File: config.mk
export PLATFORM = sky130hd
export DESIGN_NAME = dac_interface
export DESIGN_NICKNAME = d
export VERILOG_FILES = /design/src/dac_cfg_pkg.sv /design/src/dac_sample_pkg.sv /design/src/xfer_link.sv /design/src/dac_config_ctrl.sv /design/src/sample_generator.sv /design/src/batch_scaler.sv /design/src/dac_interface.sv
export SDC_FILE = /design/constraint.sdc
export NUM_CORES = 1
export LEC_CHECK = 0
export ABC_AREA = 0
export ABC_CLOCK_PERIOD_IN_PS = 19150
export BUFFER_PORTS_ARGS = -buffer_cell sky130_fd_sc_hd__buf_2
export CAP_MARGIN = 15
export CORE_AREA = 2 2 233 235
export DETAILED_ROUTE_END_ITERATION = 6
export DIE_AREA = 0 0 235 237
export PLACE_DENSITY_LB_ADDON = 0.1
export SYNTH_ARGS = -nofsm -noshare
export SYNTH_HDL_FRONTEND = slang
export SYNTH_HIERARCHICAL = 1
export SYNTH_SLANG_ARGS = --single-unit
File: constraint.sdc
create_clock -name ps_clk -period 19.15 [get_ports ps_clk]
set_clock_uncertainty 0.05 [all_clocks]
set_input_delay 1.915 -clock ps_clk [delete_from_list [all_inputs] [get_ports ps_clk]]
set_output_delay 1.915 -clock ps_clk [all_outputs]
set_load 0.02 [all_outputs]
File: src/dac_cfg_pkg.sv
package dac_cfg_pkg;

	// register mirror seen from the processor side
	localparam int MEM_SIZE = 16;
	localparam int WORD_WIDTH = 32;

	// fresh-bit positions that start work in the controller
	localparam int RUN_PWL_ID = 0;
	localparam int PS_SEED_VALID_ID = 1;
	localparam int TRIG_WAVE_ID = 2;

	// seed words sit in consecutive registers from here on
	localparam int PS_SEED_BASE_ID = 4;

	localparam int CMD_WIDTH = 5;
	// bit 0 carries pwl_rdy, bit 1 is spare
	localparam int RESP_WIDTH = 2;

	// one-hot opcodes, all zero means the word only updates the scale
	typedef enum logic [CMD_WIDTH-1:0] {
		CMD_NONE      = 5'b00000,
		CMD_RUN_PWL   = 5'b00001,
		CMD_RUN_TRIG  = 5'b00010,
		CMD_RUN_SHIFT = 5'b00100,
		CMD_HALT      = 5'b01000,
		CMD_RESET     = 5'b10000
	} dac_cmd_e;

	typedef enum logic [2:0] {IDLE, SEND_CMD, RUN_PWL_DELAY, RST_DAC, HALT_DAC} cfg_state_e;

endpackage

File: src/dac_sample_pkg.sv
package dac_sample_pkg;

	// enough bits to shift a 16-bit sample all the way down
	localparam int SCALE_WIDTH = 4;

	// galois taps for x^16 + x^14 + x^13 + x^11 + 1
	localparam logic [15:0] LFSR_MASK = 16'hB400;

	typedef enum logic [1:0] {
		MODE_OFF,
		MODE_SHIFT,
		MODE_TRIG,
		MODE_PWL
	} gen_mode_e;

endpackage

File: src/xfer_link.sv
module xfer_link #(
	parameter int DATA_WIDTH = 8
) (
	input  logic                  ps_clk,
	input  logic                  ps_rst,
	input  logic [DATA_WIDTH-1:0] data_in,
	input  logic                  valid_in,
	output logic [DATA_WIDTH-1:0] data_out,
	output logic                  valid_out,
	output logic                  rdy,
	output logic                  done
);

	logic xfer;

	// a word moves on the cycle where the source's valid meets rdy
	assign xfer = valid_in && rdy;

	always_ff @(posedge ps_clk) begin
		if (ps_rst) begin
			rdy <= 1'b1;
			valid_out <= 1'b0;
			done <= 1'b0;
		end else begin
			// rdy drops for the pulse cycle so the sink sees each word once
			rdy <= !xfer;
			valid_out <= xfer;
			done <= xfer;
		end
	end

	always_ff @(posedge ps_clk) begin
		if (xfer) begin
			data_out <= data_in;
		end
	end

	a_single_pulse: assert property (@(posedge ps_clk) disable iff (ps_rst)
		valid_out |=> !valid_out)
		else $error("xfer_link valid_out held for more than one cycle");

endmodule

File: src/dac_config_ctrl.sv
module dac_config_ctrl
	import dac_cfg_pkg::*, dac_sample_pkg::*;
#(
	parameter int BATCH_SAMPLES = 4,
	parameter int SAMPLE_WIDTH = 16
) (
	input  logic                                        ps_clk,
	input  logic                                        ps_rst,
	input  logic [MEM_SIZE-1:0]                         fresh_bits,
	input  logic [MEM_SIZE-1:0][WORD_WIDTH-1:0]         read_resps,
	input  logic [SCALE_WIDTH-1:0]                      scale_factor_in,
	input  logic                                        halt,
	input  logic                                        link_rdy,
	input  logic                                        link_done,
	input  logic [RESP_WIDTH-1:0]                       resp_data,
	input  logic                                        resp_valid,
	output logic [SCALE_WIDTH+BATCH_SAMPLES*SAMPLE_WIDTH+CMD_WIDTH-1:0] cmd_word,
	output logic                                        cmd_valid,
	output logic                                        cfg_ready
);

	cfg_state_e state;
	dac_cmd_e cmd_op;
	logic [BATCH_SAMPLES-1:0][SAMPLE_WIDTH-1:0] seed_set;
	logic [SCALE_WIDTH-1:0] scale_prev;
	logic scale_edge;
	logic scale_pending;
	logic pwl_rdy;
	logic can_select;
	logic sel_pwl;
	logic sel_seed;
	logic sel_trig;
	logic sel_scale;

	// the scale field follows the input level, the link samples it on transfer
	assign cmd_word = {scale_factor_in, seed_set, cmd_op};

	assign scale_edge = scale_factor_in != scale_prev;

	// a new command is only picked while nothing is waiting for the link
	assign can_select = state == IDLE && !cmd_valid && !halt;
	assign sel_pwl = can_select && fresh_bits[RUN_PWL_ID];
	assign sel_seed = can_select && !fresh_bits[RUN_PWL_ID] && fresh_bits[PS_SEED_VALID_ID];
	assign sel_trig = can_select && !fresh_bits[RUN_PWL_ID] && !fresh_bits[PS_SEED_VALID_ID]
		&& fresh_bits[TRIG_WAVE_ID];
	assign sel_scale = can_select && !fresh_bits[RUN_PWL_ID] && !fresh_bits[PS_SEED_VALID_ID]
		&& !fresh_bits[TRIG_WAVE_ID] && scale_pending;

	always_ff @(posedge ps_clk) begin
		if (ps_rst) begin
			state <= RST_DAC;
			cmd_op <= CMD_NONE;
			cmd_valid <= 1'b0;
			cfg_ready <= 1'b0;
			seed_set <= '0;
			scale_prev <= '0;
			scale_pending <= 1'b0;
			pwl_rdy <= 1'b0;
		end else begin
			scale_prev <= scale_factor_in;
			if (resp_valid) begin
				pwl_rdy <= resp_data[0];
			end
			if (halt) begin
				// seeds and pwl_rdy survive a halt
				state <= HALT_DAC;
				cmd_op <= CMD_NONE;
				cmd_valid <= 1'b0;
				cfg_ready <= 1'b0;
			end else begin
				case (state)
					IDLE: begin
						if (cmd_valid && link_rdy) begin
							cmd_valid <= 1'b0;
							state <= SEND_CMD;
						end else if (sel_pwl) begin
							cmd_op <= CMD_RUN_PWL;
							cfg_ready <= 1'b0;
							if (pwl_rdy) begin
								// the ramp counts as busy from here until the generator says otherwise
								cmd_valid <= 1'b1;
								pwl_rdy <= 1'b0;
							end else begin
								state <= RUN_PWL_DELAY;
							end
						end else if (sel_seed) begin
							cmd_op <= CMD_RUN_SHIFT;
							for (int i = 0; i < BATCH_SAMPLES; i++) begin
								seed_set[i] <= read_resps[PS_SEED_BASE_ID+i][SAMPLE_WIDTH-1:0];
							end
							cmd_valid <= 1'b1;
							cfg_ready <= 1'b0;
						end else if (sel_trig) begin
							cmd_op <= CMD_RUN_TRIG;
							cmd_valid <= 1'b1;
							cfg_ready <= 1'b0;
						end else if (sel_scale) begin
							cmd_op <= CMD_NONE;
							cmd_valid <= 1'b1;
							cfg_ready <= 1'b0;
						end
					end
					SEND_CMD: begin
						if (link_done) begin
							cmd_op <= CMD_NONE;
							cfg_ready <= 1'b1;
							state <= IDLE;
						end
					end
					RUN_PWL_DELAY: begin
						// waits as long as the previous ramp keeps going
						if (pwl_rdy) begin
							cmd_valid <= 1'b1;
							pwl_rdy <= 1'b0;
							state <= IDLE;
						end
					end
					RST_DAC: begin
						cmd_op <= CMD_RESET;
						cmd_valid <= 1'b1;
						state <= IDLE;
					end
					HALT_DAC: begin
						cmd_op <= CMD_HALT;
						cmd_valid <= 1'b1;
						state <= IDLE;
					end
					default: state <= IDLE;
				endcase
			end
			// every sent word carries the live scale, so any selection settles a change
			if (scale_edge) begin
				scale_pending <= 1'b1;
			end else if (sel_pwl || sel_seed || sel_trig || sel_scale) begin
				scale_pending <= 1'b0;
			end
		end
	end

	a_no_valid_in_send: assert property (@(posedge ps_clk) disable iff (ps_rst)
		$rose(cmd_valid) |-> $past(state) != SEND_CMD)
		else $error("cmd_valid rose while a command was still in flight");

endmodule

File: src/sample_generator.sv
module sample_generator
	import dac_cfg_pkg::*, dac_sample_pkg::*;
#(
	parameter int BATCH_SAMPLES = 4,
	parameter int SAMPLE_WIDTH = 16,
	parameter int PWL_BATCHES = 8
) (
	input  logic                                        ps_clk,
	input  logic                                        ps_rst,
	input  logic [SCALE_WIDTH+BATCH_SAMPLES*SAMPLE_WIDTH+CMD_WIDTH-1:0] cmd_word,
	input  logic                                        cmd_valid,
	input  logic                                        dac0_rdy,
	output logic [BATCH_SAMPLES-1:0][SAMPLE_WIDTH-1:0]  raw_batch,
	output logic                                        batch_valid,
	output logic [RESP_WIDTH-1:0]                       resp_data,
	output logic                                        resp_valid,
	input  logic                                        resp_rdy
);

	localparam int LFSR_WIDTH = $bits(LFSR_MASK);
	localparam int CNT_WIDTH = $clog2(PWL_BATCHES + 1);

	dac_cmd_e cmd_op;
	logic [BATCH_SAMPLES-1:0][SAMPLE_WIDTH-1:0] cmd_seeds;
	gen_mode_e mode;
	logic [BATCH_SAMPLES-1:0][LFSR_WIDTH-1:0] lfsr;
	logic [SAMPLE_WIDTH-1:0] phase;
	logic [SAMPLE_WIDTH-1:0] pwl_base;
	logic [CNT_WIDTH-1:0] pwl_count;
	logic pwl_rdy;
	logic take_cmd;
	logic step;
	logic pwl_last;

	function automatic logic [LFSR_WIDTH-1:0] lfsr_next(input logic [LFSR_WIDTH-1:0] x);
		return (x >> 1) ^ (x[0] ? LFSR_MASK : '0);
	endfunction

	// fold the top half back down and double, so the wave spans the full range
	function automatic logic [SAMPLE_WIDTH-1:0] tri_wave(input logic [SAMPLE_WIDTH-1:0] x);
		logic [SAMPLE_WIDTH-2:0] low;
		low = x[SAMPLE_WIDTH-1] ? ~x[SAMPLE_WIDTH-2:0] : x[SAMPLE_WIDTH-2:0];
		return {low, 1'b0};
	endfunction

	assign cmd_op = dac_cmd_e'(cmd_word[CMD_WIDTH-1:0]);
	assign cmd_seeds = cmd_word[CMD_WIDTH +: BATCH_SAMPLES*SAMPLE_WIDTH];

	// a scale-only word must not interrupt the running mode
	assign take_cmd = cmd_valid && cmd_op != CMD_NONE;
	assign step = !take_cmd && mode != MODE_OFF && dac0_rdy;
	assign pwl_last = mode == MODE_PWL && pwl_count == CNT_WIDTH'(PWL_BATCHES - 1);

	// the response always reports the latest status, even when it had to wait
	assign resp_data = RESP_WIDTH'(pwl_rdy);

	always_ff @(posedge ps_clk) begin
		if (ps_rst) begin
			mode <= MODE_OFF;
			batch_valid <= 1'b0;
			pwl_rdy <= 1'b0;
			resp_valid <= 1'b0;
		end else begin
			batch_valid <= step;
			if (resp_valid && resp_rdy) begin
				resp_valid <= 1'b0;
			end
			if (take_cmd) begin
				case (cmd_op)
					CMD_RESET, CMD_HALT: begin
						// a halted ramp is over, so the controller gets told it may start another
						mode <= MODE_OFF;
						pwl_rdy <= 1'b1;
						resp_valid <= 1'b1;
					end
					CMD_RUN_SHIFT: mode <= MODE_SHIFT;
					CMD_RUN_TRIG: mode <= MODE_TRIG;
					CMD_RUN_PWL: begin
						mode <= MODE_PWL;
						pwl_rdy <= 1'b0;
						resp_valid <= 1'b1;
					end
					default: mode <= mode;
				endcase
			end else if (step && pwl_last) begin
				mode <= MODE_OFF;
				pwl_rdy <= 1'b1;
				resp_valid <= 1'b1;
			end
		end
	end

	always_ff @(posedge ps_clk) begin
		if (take_cmd) begin
			phase <= '0;
			pwl_base <= cmd_seeds[0];
			pwl_count <= '0;
			for (int i = 0; i < BATCH_SAMPLES; i++) begin
				// an all-zero state would lock the LFSR
				lfsr[i] <= (cmd_seeds[i] == '0) ? LFSR_WIDTH'(1) : LFSR_WIDTH'(cmd_seeds[i]);
			end
		end else if (step) begin
			case (mode)
				MODE_SHIFT: begin
					for (int i = 0; i < BATCH_SAMPLES; i++) begin
						raw_batch[i] <= SAMPLE_WIDTH'(lfsr[i]);
						lfsr[i] <= lfsr_next(lfsr[i]);
					end
				end
				MODE_TRIG: begin
					for (int i = 0; i < BATCH_SAMPLES; i++) begin
						raw_batch[i] <= tri_wave(phase + SAMPLE_WIDTH'(i));
					end
					phase <= phase + SAMPLE_WIDTH'(BATCH_SAMPLES);
				end
				MODE_PWL: begin
					for (int i = 0; i < BATCH_SAMPLES; i++) begin
						raw_batch[i] <= pwl_base + SAMPLE_WIDTH'(i);
					end
					pwl_base <= pwl_base + SAMPLE_WIDTH'(BATCH_SAMPLES);
					pwl_count <= pwl_count + 1'b1;
				end
				default: raw_batch <= raw_batch;
			endcase
		end
	end

	a_batch_needs_mode: assert property (@(posedge ps_clk) disable iff (ps_rst)
		batch_valid |-> $past(mode) != MODE_OFF)
		else $error("sample_generator produced a batch while switched off");

endmodule

File: src/batch_scaler.sv
module batch_scaler
	import dac_sample_pkg::*;
#(
	parameter int BATCH_SAMPLES = 4,
	parameter int SAMPLE_WIDTH = 16
) (
	input  logic                                       ps_clk,
	input  logic                                       ps_rst,
	input  logic [SCALE_WIDTH-1:0]                     scale_in,
	input  logic                                       scale_load,
	input  logic [BATCH_SAMPLES-1:0][SAMPLE_WIDTH-1:0] raw_batch,
	input  logic                                       raw_valid,
	output logic [BATCH_SAMPLES-1:0][SAMPLE_WIDTH-1:0] dac_batch,
	output logic                                       valid_dac_batch
);

	logic [SCALE_WIDTH-1:0] scale;

	always_ff @(posedge ps_clk) begin
		if (ps_rst) begin
			scale <= '0;
			dac_batch <= '0;
			valid_dac_batch <= 1'b0;
		end else begin
			// every command word brings a scale, even one that only starts a mode
			if (scale_load) begin
				scale <= scale_in;
			end
			valid_dac_batch <= raw_valid;
			if (raw_valid) begin
				for (int i = 0; i < BATCH_SAMPLES; i++) begin
					dac_batch[i] <= raw_batch[i] >> scale;
				end
			end
		end
	end

endmodule

File: src/dac_interface.sv
module dac_interface
	import dac_cfg_pkg::*, dac_sample_pkg::*;
#(
	parameter int BATCH_SAMPLES = 4,
	parameter int SAMPLE_WIDTH = 16,
	parameter int PWL_BATCHES = 8
) (
	input  logic                                       ps_clk,
	input  logic                                       ps_rst,
	input  logic [MEM_SIZE-1:0]                        fresh_bits,
	input  logic [MEM_SIZE-1:0][WORD_WIDTH-1:0]        read_resps,
	input  logic [SCALE_WIDTH-1:0]                     scale_factor_in,
	input  logic                                       halt,
	input  logic                                       dac0_rdy,
	output logic [BATCH_SAMPLES-1:0][SAMPLE_WIDTH-1:0] dac_batch,
	output logic                                       valid_dac_batch,
	output logic                                       cfg_ready
);

	// command word is {scale, seeds, one-hot opcode}
	localparam int CMD_WORD_WIDTH = SCALE_WIDTH + BATCH_SAMPLES * SAMPLE_WIDTH + CMD_WIDTH;

	logic [CMD_WORD_WIDTH-1:0] cmd_word;
	logic [CMD_WORD_WIDTH-1:0] cmd_data;
	logic cmd_valid;
	logic cmd_out_valid;
	logic cmd_rdy;
	logic cmd_done;
	logic [RESP_WIDTH-1:0] gen_resp;
	logic gen_resp_valid;
	logic [RESP_WIDTH-1:0] resp_data;
	logic resp_valid;
	logic resp_rdy;
	logic [BATCH_SAMPLES-1:0][SAMPLE_WIDTH-1:0] raw_batch;
	logic raw_valid;

	dac_config_ctrl #(.BATCH_SAMPLES(BATCH_SAMPLES), .SAMPLE_WIDTH(SAMPLE_WIDTH)) u_config_ctrl (
		.ps_clk(ps_clk), .ps_rst(ps_rst),
		.fresh_bits(fresh_bits), .read_resps(read_resps),
		.scale_factor_in(scale_factor_in), .halt(halt),
		.link_rdy(cmd_rdy), .link_done(cmd_done),
		.resp_data(resp_data), .resp_valid(resp_valid),
		.cmd_word(cmd_word), .cmd_valid(cmd_valid), .cfg_ready(cfg_ready));

	xfer_link #(.DATA_WIDTH(CMD_WORD_WIDTH)) cmd_link (
		.ps_clk(ps_clk), .ps_rst(ps_rst),
		.data_in(cmd_word), .valid_in(cmd_valid),
		.data_out(cmd_data), .valid_out(cmd_out_valid),
		.rdy(cmd_rdy), .done(cmd_done));

	// the generator watches rdy itself, so the done pulse has no listener here
	xfer_link #(.DATA_WIDTH(RESP_WIDTH)) resp_link (
		.ps_clk(ps_clk), .ps_rst(ps_rst),
		.data_in(gen_resp), .valid_in(gen_resp_valid),
		.data_out(resp_data), .valid_out(resp_valid),
		.rdy(resp_rdy), .done());

	sample_generator #(
		.BATCH_SAMPLES(BATCH_SAMPLES),
		.SAMPLE_WIDTH(SAMPLE_WIDTH),
		.PWL_BATCHES(PWL_BATCHES)
	) u_sample_generator (
		.ps_clk(ps_clk), .ps_rst(ps_rst),
		.cmd_word(cmd_data), .cmd_valid(cmd_out_valid), .dac0_rdy(dac0_rdy),
		.raw_batch(raw_batch), .batch_valid(raw_valid),
		.resp_data(gen_resp), .resp_valid(gen_resp_valid), .resp_rdy(resp_rdy));

	batch_scaler #(.BATCH_SAMPLES(BATCH_SAMPLES), .SAMPLE_WIDTH(SAMPLE_WIDTH)) u_batch_scaler (
		.ps_clk(ps_clk), .ps_rst(ps_rst),
		.scale_in(cmd_data[CMD_WORD_WIDTH-1 -: SCALE_WIDTH]), .scale_load(cmd_out_valid),
		.raw_batch(raw_batch), .raw_valid(raw_valid),
		.dac_batch(dac_batch), .valid_dac_batch(valid_dac_batch));

endmodule

# After elaboration in Yosys (flattened, before gate mapping)
# Cells that the tools add are included.
word_totals:
  mem_count: 0
  mem_bits_ro: 0
  reg_bits: 396
  mem_bits_rw: 0
  latch_bits: 0
  out_inout_bits: 66
classes:
  bitwise_logic: 12
  n_shift: 4
  addsub: 9
  eq_ne: 24
  div: 0
  n_reduce_logical: 59
  magnitude_cmp: 0
  n_mux: 65
  mul: 0
ops:
  columns: ["operator", "count"]
  rows:
  - ["2-to-1 mux 64 bit", 3]
  - ["case mux 64 bit (3 select lines)", 1]
  - ["2-to-1 mux 16 bit", 11]
  - ["adder 16 x 2 -> 16 bit, second input constant", 4]
  - ["zero test 16 bit", 4]
  - ["right shift 16 x 4 -> 16 bit", 4]
  - ["XOR 15 x 16 -> 16 bit", 4]
  - ["2-to-1 mux 15 bit", 4]
  - ["NOT 15 bit", 4]
  - ["adder 16 x 1 -> 16 bit, second input constant", 2]
  - ["adder 16 x 3 -> 16 bit, second input constant", 2]
  - ["2-to-1 mux 5 bit", 6]
  - ["2-to-1 mux 1 bit", 25]
  - ["case mux 5 bit (4 select lines)", 1]
  - ["2-to-1 mux 3 bit", 6]
  - ["logical AND 1 bit", 16]
  - ["AND reduction 2 bit", 7]
  - ["nonzero test 2 bit", 7]
  - ["AND reduction 4 bit", 3]
  - ["case mux 3 bit (3 select lines)", 1]
  - ["zero test 1 bit", 8]
  - ["case mux 2 bit (4 select lines)", 1]
  - ["== test 3 x 2 -> 1 bit, second input constant", 2]
  - ["inequality test 3 x 2 -> 1 bit, second input constant", 2]
  - ["33 further kinds", 45]

# Logic depth before layout (Yosys ltp)
logic_depth:
  ltp_word: 13
  depth_mapped: 8
  depth_no_buf: 6

# Cells and area by module
# The synthesis kept the hierarchy.
by_module_without_submodules:
  columns: ["mod", "cells_each", "area_per_inst_um2", "n_inst", "seq_area_each_um2"]
  rows:
  - ["sample_generator", 837, 8688.3, 1, 4784.6]
  - ["batch_scaler", 437, 4633.2, 1, 1381.3]
  - ["dac_config_ctrl", 362, 3706.1, 1, 1601.5]
  - ["xfer_link at cmd_link", 79, 2262.2, 1, 2232.1]
  - ["xfer_link at resp_link", 8, 130.1, 1, 100.1]

# Worst setup path before layout
# OpenSTA, ideal clock, no wires.
synth_timing:
  kind: "input to register"
  start: "input dac0_rdy"
  end: "register u_sample_generator/lfsr[0] (netlist name), enable pin"
  path_buffers: 1
  path_stages: 3
  slack_ns: 11.792
  setup_time_ns: 0.574
  t_arrival_ns: 6.734
  path_cell_list: "clkbuf_1 nand2_1 o21ai_0"
synth_between:
  elab_chain_len: 3
synth_rtl:
  columns: ["item", "line", "rtl"]
  rows:
  - ["from (decl)", "dac_interface.sv:14", "input logic dac0_rdy,"]
  - ["logical AND 1 bit", "sample_generator.sv:51", "assign step = !take_cmd && mode != MODE_OFF && dac0_rdy;"]
  - ["nonzero test 2 bit (no line)", null, null]
  - ["AND reduction 2 bit (no line)", null, null]
  - ["to (signal, indexed assignment)", "sample_generator.sv:100", "lfsr[i] <= (cmd_seeds[i] == '0) ? LFSR_WIDTH'(1) : LFSR_WIDTH'(cmd_seeds[i]);"]
  - ["to (signal, indexed assignment)", "sample_generator.sv:107", "lfsr[i] <= lfsr_next(lfsr[i]);"]
  - ["to (decl)", "sample_generator.sv:26", "logic [BATCH_SAMPLES-1:0][LFSR_WIDTH-1:0] lfsr;"]
# No other way between the ends.
# A chain may end at the register's enable or synchronous reset.

# Worst setup path in the final report
layout_timing:
  start: "register cmd_link.data_out[2]"
  end: "register u_sample_generator/raw_batch[18] (netlist name), enable pin"
layout_between:
  elab_chain_len: 6
  elab_cells_between_ends: 7
  classes_between: "1 x bitwise; 6 x reduce/logical"
layout_rtl:
  columns: ["item", "line", "rtl"]
  rows:
  - ["from (decl)", "xfer_link.sv:8", "output logic [DATA_WIDTH-1:0] data_out,"]
  - ["from (signal assigned)", "xfer_link.sv:34", "data_out <= data_in;"]
  - ["nonzero test 5 bit (*)", "sample_generator.sv:50", "assign take_cmd = cmd_valid && cmd_op != CMD_NONE;"]
  - ["logical AND 1 bit (*)", "sample_generator.sv:50", null]
  - ["zero test 1 bit", "sample_generator.sv:51", null]
  - ["logical AND 1 bit (2 in a row)", "sample_generator.sv:51", null]
  - ["AND reduction 3 bit (no line) (*)", null, null]
  - ["to (signal, indexed assignment)", "sample_generator.sv:106", "raw_batch[i] <= SAMPLE_WIDTH'(lfsr[i]);"]
  - ["to (signal, indexed assignment)", "sample_generator.sv:112", "raw_batch[i] <= tri_wave(phase + SAMPLE_WIDTH'(i));"]
  - ["to (signal, indexed assignment)", "sample_generator.sv:118", "raw_batch[i] <= pwl_base + SAMPLE_WIDTH'(i);"]
  - ["to (decl)", "sample_generator.sv:13", "output logic [BATCH_SAMPLES-1:0][SAMPLE_WIDTH-1:0] raw_batch,"]
# Every way passes the cells marked *; elsewhere a longest branch is shown, timed or not.

==> out/results.ini <==
[run_status]
outcome=finished clean

[sta]
rsz0062_at_grt=false
fmax_mhz=287
fin_setup_tns_ns=0
period_needed_ns=3.48
setup_viol=0
worst_slew_pin_slew_ns=1.05
drv_slew=0
maxSlewHeadroom_pct=30.3
hold_viol=0
fin_crit_sh_pct=18.2
whs_ns=0.375

[clocking]
cts_max_path_buffers=3
clock_sinks=394
clk_pin_slew_ns=0.06
post_cts_buffers=0
holdBufCountCts=0
cts.htree.levels=2
root_buffer=clkbuf_16
cts_tree=built
worstSkewPairLatency_ns=0.58
post_cts_resized=0
cts_buffers=46

[route]
wl_um=52100
routedWlPerCell_um=20.6
detail-route-antenna-nets=0
drtPass1Iterations=6
drc=0
num_vias=13448
vias_per_cell=5.33
first_iter_violations=1005

[placed_design]
io_buffers=140
dp.cells=2439
place_hpwl_um=37300
gp_congestion=0.909

[worst_hold_path]
worstHoldStart=u_config_ctrl/cmd_word[66]
hold_class=reg -> reg

[pwr]
power_frac_clock_pct=45.9
peakVddDrop_v=0.0000579
p_leak_nw=7.70
power_frac_seq_pct=48.8
p_sw_share_pct=22.0
p_int_mw=1.47
p_comb_share_pct=5.3
netSwitchingPower_mw=0.416
power.density_mw_per_mm2=86.3

[synth]
netlist_area_mm2=0.0194
yosysWarnings=6
netlist_instances=1720
synth_area_per_cell_um2=11.3
postSynthNetCount=2263

[layout]
drive_above_1_share_pct=17.4
nets=2334
final_cells=2524
fillers=5170
diodes=0
area_growth_pct=12.9

[worst_setup_path]
cp-start-kind=flip-flop
regToRegSetupSlack_ns=15.67
critPathMaxFanout=73
criticalPathCategory=reg -> reg
critPathCaptureType=flip-flop
setup.worst_path.start=cmd_link/data_out[2]
cp.arrival_ns=3.64
crit_required_ns=19.31
reg2reg_from=cmd_link/data_out[2]

[floorplan]
row_count=85
ioPinCount=602
die-width_um=235
core-area_mm2=0.0533
initial_core_util_pct=36.4
die_area_mm2=0.0557
die_y_um=237

[global_route]
grt_overflow=0
first_global_vias=13307
antenna_found_initial=0
grt_max_degree=104
grt_pass1_wl_um=80800
grt_usage_pct=18.6

[run]
cap_violations=0

## per-stage QoR
stage,utilization (%),total power [mW],cell area (um^2),setup WS [ns]
4_1_cts,41.0,1.92,21900,15.61
6_report,41.0,1.89,21900,15.67
5_1_grt,41.0,1.96,21900,15.35
2_1_floorplan,-,1.01,19400,11.79
3_3_place_gp,38.2,1.04,20400,15.06
3_5_place_dp,38.2,1.04,20400,15.01
## final cells by class
class                      instances  area [um^2]  share of cell area [%]
clock buffer                      80         1450                    6.63
clock inverter                     5         55.1                   0.252
inverter                          40          150                   0.687
multi-input combinational       1151         8430                    38.5
sequential                       394        10100                    46.1
tap                              696          871                    3.98
timing repair buffer             158          838                    3.83
## sequential cells by signal (all words and copies together), names as in the netlist, 2 cells and up
name	flops
u_batch_scaler/scale	4
u_config_ctrl/scale_prev	4
u_config_ctrl/cmd_word	64
u_sample_generator/pwl_count	4
u_config_ctrl/state	3
u_sample_generator/pwl_base	16
u_sample_generator/phase	14
cmd_link/data_out	73
u_sample_generator/raw_batch	64
u_batch_scaler/dac_batch	64
u_config_ctrl/cmd_op	5
u_sample_generator/mode	2
u_sample_generator/lfsr	64
## layer usage
layer	GRT usage [%]	vias up	share of wire [%]
met4	8.07	0	4.3
met1	26.7	6498	48
met2	27.9	375	43
met3	2.88	97	4.5
met5	0	-	0
li1	-	6478	-
## power groups by stage
stage          clock (mW)  combinational, mW  sequential [mW]
6_report            0.866              0.101            0.921
5_1_grt             0.925              0.112            0.923
4_1_cts             0.895              0.102            0.921
3_5_place_dp            0              0.102            0.939
3_3_place_gp            0              0.101            0.939
2_1_floorplan           0             0.0773            0.930
## path summary, 6_finish.rpt
kind / end / depth (start not counted)
max reg2reg: u_sample_generator/raw_batch[18] / 6
min reg2reg: cmd_link/data_out[66] / 0
min: cmd_link/data_out[66] / 0
max: u_sample_generator/raw_batch[18] / 6
## critical path, stage by stage (launching register included)
cell and delay (ns):
edfxtp_1 0.48, or3_1 0.46, o31ai_4 0.18, buf_4 0.65, inv_2 0.42, nor2_4 0.18
buf_4 0.61
## cells in the final DEF (no fill, tap or decap), types with 35 or more instances in the layout
master,instances
buf_2,139
mux2_2,35
edfxtp_1,218
xnor2_1,56
clkbuf_16,52
nand2b_1,150
mux2i_1,142
dfxtp_1,172
nor2_1,69
mux4_2,38
a21oi_1,50
o21ai_0,65
nand2_1,165
inv_1,37
No activity file was read; power rests on OpenSTA's default activity.
